File: src/hdl/sha1_algo_pkg.sv
// SHA-1 algorithm definitions
`default_nettype none

package sha1_algo_pkg;

	localparam int WORD_BITS = 32;
	localparam int WINDOW_WORDS = 16;

	// words of message supplied per block, the rest is fixed padding
	localparam int DATA_WORDS = 5;

	typedef logic [WORD_BITS-1:0] word_t;

	// a sits in the least significant word
	typedef struct packed {
		word_t e;
		word_t d;
		word_t c;
		word_t b;
		word_t a;
	} state_t;

	// word 0 in the least significant position
	typedef word_t [WINDOW_WORDS-1:0] window_t;

	localparam word_t K_0 = 32'h5A827999;
	localparam word_t K_1 = 32'h6ED9EBA1;
	localparam word_t K_2 = 32'h8F1BBCDC;
	localparam word_t K_3 = 32'hCA62C1D6;

	// fixed tail of a 160-bit message
	localparam word_t PAD_WORD = 32'h80000000;
	localparam word_t LENGTH_WORD = 32'h000002a0;

	function automatic word_t round_k(input int idx);
		if (idx < 20)
			return K_0;
		else if (idx < 40)
			return K_1;
		else if (idx < 60)
			return K_2;
		return K_3;
	endfunction

	// choose, parity, majority, parity
	function automatic word_t round_f(input int idx, input word_t b, input word_t c,
		input word_t d);
		if (idx < 20)
			return d ^ (b & (c ^ d));
		else if (idx < 40)
			return b ^ c ^ d;
		else if (idx < 60)
			return (b & c) | (d & (b | c));
		return b ^ c ^ d;
	endfunction

	function automatic word_t rotl1(input word_t x);
		return {x[WORD_BITS-2:0], x[WORD_BITS-1]};
	endfunction

	function automatic word_t rotl5(input word_t x);
		return {x[WORD_BITS-6:0], x[WORD_BITS-1:WORD_BITS-5]};
	endfunction

	function automatic word_t rotl30(input word_t x);
		return {x[1:0], x[WORD_BITS-1:2]};
	endfunction

endpackage

`default_nettype wire

File: src/hdl/sha1_stage_if.sv
// SHA-1 stage bus
`timescale 1ns/100ps
`default_nettype none

interface sha1_stage_if;
	import sha1_algo_pkg::*;

	// block present in this stage
	logic valid;

	// working variables a to e
	state_t state;

	// sixteen message words still to come
	window_t window;

	// word the next round adds in, same as window word 0
	word_t round_word;

	modport src (
		output valid,
		output state,
		output window,
		output round_word
	);

	modport dst (
		input valid,
		input state,
		input window,
		input round_word
	);

endinterface

`default_nettype wire

File: src/hdl/sha1_block_loader.sv
// SHA-1 block loader
`timescale 1ns/100ps
`default_nettype none

module sha1_block_loader (
	input wire logic clk,
	input wire logic reset,
	input wire logic in_valid,
	input wire sha1_algo_pkg::state_t ctx,
	input wire logic [sha1_algo_pkg::DATA_WORDS*sha1_algo_pkg::WORD_BITS-1:0] data,
	sha1_stage_if.src load_bus
);
	import sha1_algo_pkg::*;

	window_t padded;

	// message words, padding word, zeros, then the bit length
	always_comb begin
		padded = '0;
		for (int w = 0; w < DATA_WORDS; w++) begin
			padded[w] = data[w*WORD_BITS +: WORD_BITS];
		end
		padded[DATA_WORDS] = PAD_WORD;
		padded[WINDOW_WORDS-1] = LENGTH_WORD;
	end

	always_ff @(posedge clk) begin
		if (reset) begin
			load_bus.valid <= 1'b0;
		end else begin
			load_bus.valid <= in_valid;
		end
	end

	// context goes straight in as the working state
	always_ff @(posedge clk) begin
		load_bus.state <= ctx;
		load_bus.window <= padded;
		load_bus.round_word <= padded[0];
	end

	// length word must survive into the pipeline untouched
	a_length_word: assert property (
		@(posedge clk) load_bus.valid |-> load_bus.window[WINDOW_WORDS-1] == LENGTH_WORD
	) else $error("loader window word 15 is %h, not the length word", 
		load_bus.window[WINDOW_WORDS-1]);

endmodule

`default_nettype wire

File: src/flat_wrapper.sv
// flat-port wrapper written by rule: the top's interface ports become plain ports
module sha1_block_loader_flat import sha1_algo_pkg::*;
  (clk, reset, in_valid, ctx, data, load_bus_valid, load_bus_state, load_bus_window, load_bus_round_word);
  sha1_stage_if load_bus_i ();
  input wire logic clk;
  input wire logic reset;
  input wire logic in_valid;
  input wire sha1_algo_pkg::state_t ctx;
  input wire logic [sha1_algo_pkg::DATA_WORDS*sha1_algo_pkg::WORD_BITS-1:0] data;
  output wire logic [$bits(load_bus_i.valid)-1:0] load_bus_valid;
  output wire logic [$bits(load_bus_i.state)-1:0] load_bus_state;
  output wire logic [$bits(load_bus_i.window)-1:0] load_bus_window;
  output wire logic [$bits(load_bus_i.round_word)-1:0] load_bus_round_word;
  assign load_bus_valid = load_bus_i.valid;
  assign load_bus_state = load_bus_i.state;
  assign load_bus_window = load_bus_i.window;
  assign load_bus_round_word = load_bus_i.round_word;
  sha1_block_loader u_core (.clk(clk), .reset(reset), .in_valid(in_valid), .ctx(ctx), .data(data), .load_bus(load_bus_i));
endmodule
File: config.mk
export PLATFORM = sky130hd
export DESIGN_NAME = sha1_block_loader_flat
export DESIGN_NICKNAME = d
export VERILOG_FILES = /design/src/hdl/sha1_algo_pkg.sv /design/src/hdl/sha1_stage_if.sv /design/src/hdl/sha1_block_loader.sv /design/src/flat_wrapper.sv
export SDC_FILE = /design/constraint.sdc
export NUM_CORES = 1
export LEC_CHECK = 0
export BUFFER_PORTS_ARGS = -buffer_cell sky130_fd_sc_hd__buf_2
export CAP_MARGIN = 30
export CORE_AREA = 2 2 401 403
export DETAILED_ROUTE_END_ITERATION = 10
export DIE_AREA = 0 0 403 405
export HOLD_SLACK_MARGIN = 0.02
export PLACE_DENSITY = 0.3
export REMOVE_ABC_BUFFERS = 1
export SLEW_MARGIN = 20
export SYNTH_ARGS = -nofsm -noshare
export SYNTH_HDL_FRONTEND = slang
export SYNTH_SLANG_ARGS = --single-unit
File: constraint.sdc
create_clock -name clk -period 0.8 [get_ports clk]
set_input_delay 0.08 -clock clk [delete_from_list [all_inputs] [get_ports clk]]
set_output_delay 0.08 -clock clk [all_outputs]
set_load 0.1 [all_outputs]
Word-level counts from Yosys, hierarchy flattened
Cells that the tools add are included.

cells by class
  $add $sub $neg = 0
  bitwise logic cells = 0
  divide/modulo/power cells = 0
  reductions and logical operators = 0
  $mul = 0
  eq/ne operators = 0
  multiplexer cells = 0
  magnitude comparators = 0
  shift-type cells = 0

storage, ports and cells
  logic and storage cells = 11
  input bits = 323
  bits in registers = 321
  bits in latches = 0
  memories kept = 0
  bits in read-only memories = 0
  memory bits (writable) = 0

Longest topological paths before layout
  depth in word-level cells = 0
  depth in mapped cells = 1

Worst setup path after synthesis
OpenSTA, ideal clock, no wires.

  path kind = reg2out
  from = register u_core.load_bus.window[0]
  to = output port load_bus_window[0]
  arrival = 1.356 ns
  cell stages (with the launch flop) = 2
  setup slack = -0.636 ns
  path buffers = 1
  cell sequence = dfxtp_1 > buf_4

RTL lines
  element                 RTL line                 text
  start, declared         sha1_stage_if.sv:23      output window,
  start signal, assigned  sha1_block_loader.sv:38  load_bus.window <= padded;
  end, declared           flat_wrapper.sv:12       output wire logic [$bits(load_bus_i.window)-1:0] load_bus_window;

No word-level cell between the ends.

Worst setup path in the final report
  from = register u_core.load_bus.window[3]
  to = output port load_bus_window[3]

No word-level cell between the ends.

==> results.ini <==
[clock_network]
htreeDepth=2
cts_root_buffer=clkbuf_16
clk_pin_slew_ps=60
cts_tree=done
numCtsBuffers=45
clk_path_buf_depth=3
cts.sink_count=321

[drt]
ant_nets=0
vias=7862
wire_per_inst_um=14.8
drtIter0Drc=138
wl_um=57900
first_pass_iters=4
drc=0
via_per_inst=2.01

[global_route]
grt_pass1_wl_um=71900
antenna_found_initial=45
grt_overflow=0
first_global_vias=7788
grt_max_degree=13
grt_usage_pct=6.71

[power_and_ir_drop]
p_total_mw=59.7
power_density_nw_per_um2=2390
vdd_drop_max_v=0.00154
total_leakage_power_nw=10.8

[final_layout]
fin_cells=3918
syn_to_final_growth_pct=168
layout-drive-gt1-share_pct=59.0
layout.nets=2110
fin_area_um2=25000
final_util_pct=15.7

[setup_path]
worst-setup-path-type=reg -> out
endpoint_kind=output port
cp-start-kind=flop
cp.required_ps=720
path_max_fanout=2
critPathArrivalTime_ps=1250

[synthesis]
ys_seq_elements=321
syn-instance-count=708
avgSynthCellArea_um2=13.2
ys_seq_area_share_pct=68.9
netlist_area_um2=9330
synth_cell_types=4
yosysWarnings=0

[timing]
period_share_pct=166
fin_hold_ws_ps=94.4
period_needed_ps=1330
rsz0062_at_grt=true
setup_viol=353
setup_ws_ps=-529
finalSetupTns_ps=-147220
slew_viol_final=0
finalHoldViolCount=0
max_freq_ghz=0.752

[outcome]
status=finished, violations left
violations=setup timing

[floorplanning]
fp.dieArea_um2=163000
core_area_um2=159000
io_pins=1028
fp.dieH_um=405
num_rows=147
fp.dieW_um=403
start_util_pct=5.86

[placement]
place_hpwl_um=49100
place_ws_ps=-91.8
dpl_cell_area_um2=19100
placed_cells=3439
place.gp.congestion=0.719
portBuffers=675

[hold_path]
hold_class=in -> reg

[job]
cap_violations=0

power by group:
part	internal [mW]	switching, mW
Sequential	17.0	0.802
Clock	12.2	8.81
Combinational	5.34	15.6
Total	34.5	25.2
worst max-delay path, cell delays in order (launching register included):
cell	delay, ps
dfxtp_2	340
buf_6	110
buf_12	160
cell usage after synthesis, drive strengths merged:
library cell,count,area (um2)
conb,2,7.51
dfxtp,321,6430
buf,384,2880
nor2b,1,13.8
registers in the layout (all words and copies together), names as in the netlist:
signal / count
u_core.load_bus.window: 160
u_core.load_bus.valid: 1
u_core.load_bus.state: 160
area by class of cell:
| type | count | area [um2] |
|---|---|---|
| Multi-Input combinational cell | 353 | 1340 |
| Tap cell | 2086 | 2610 |
| Sequential cell | 321 | 6930 |
| Fill cell | 17600 | 134000 |
| Clock inverter | 19 | 213 |
| Antenna cell | 12 | 30.0 |
| Clock buffer | 61 | 1310 |
| Timing Repair Buffer | 1066 | 12600 |
layout by cell type, fill, tap and decap left out:
cell,instances
inv_16,1
clkinv_8,1
conb_1,352
dfxtp_2,282
clkinv_2,2
buf_6,2
inv_6,6
clkbuf_8,10
clkbuf_1,5
buf_2,322
diode_2,12
clkbuf_16,46
nor2b_4,1
clkinv_4,1
dfxtp_4,39
buf_12,353
clkinvlp_4,6
dlygate4sd3_1,389
bufinv_16,2
repair_timing:
item                       4_1_cts  5_1_grt
setup buffers                    0        0
gates resized for setup        362        0
setup endpoints to repair      353      353
gates cloned                     0        0
hold buffers                   389        0
hold endpoints to repair       321        0
path summary, 6_finish.rpt:
kind                         startpoint  depth (start not counted)  slack [ps]                           endpoint
max   u_core.load_bus.window[3]$_DFF_P_                          2        -530                 load_bus_window[3]
min                             ctx[98]                          2          90  u_core.load_bus.state[98]$_DFF_P_
cells by family after synthesis:
kind of cell | count (synthesis) | synth area share, %
buf+inv | 384 | 30.9
simple gates | 1 | 0.147
flops | 321 | 68.9
other cells | 2 | 0.0805
metal layers:
| metal | share of wire, % | up-vias | track usage (%) | wire [um] |
|---|---|---|---|---|
| li1 | - | 3626 | - | - |
| met1 | 38 | 3479 | 7.56 | 22100 |
| met2 | 46 | 597 | 10.7 | 26600 |
| met3 | 13 | 114 | 3.75 | 7250 |
| met4 | 2.7 | 46 | 2.06 | 1570 |
| met5 | 0.49 | - | 0 | 284 |
Power figures use the tool's default switching activity.
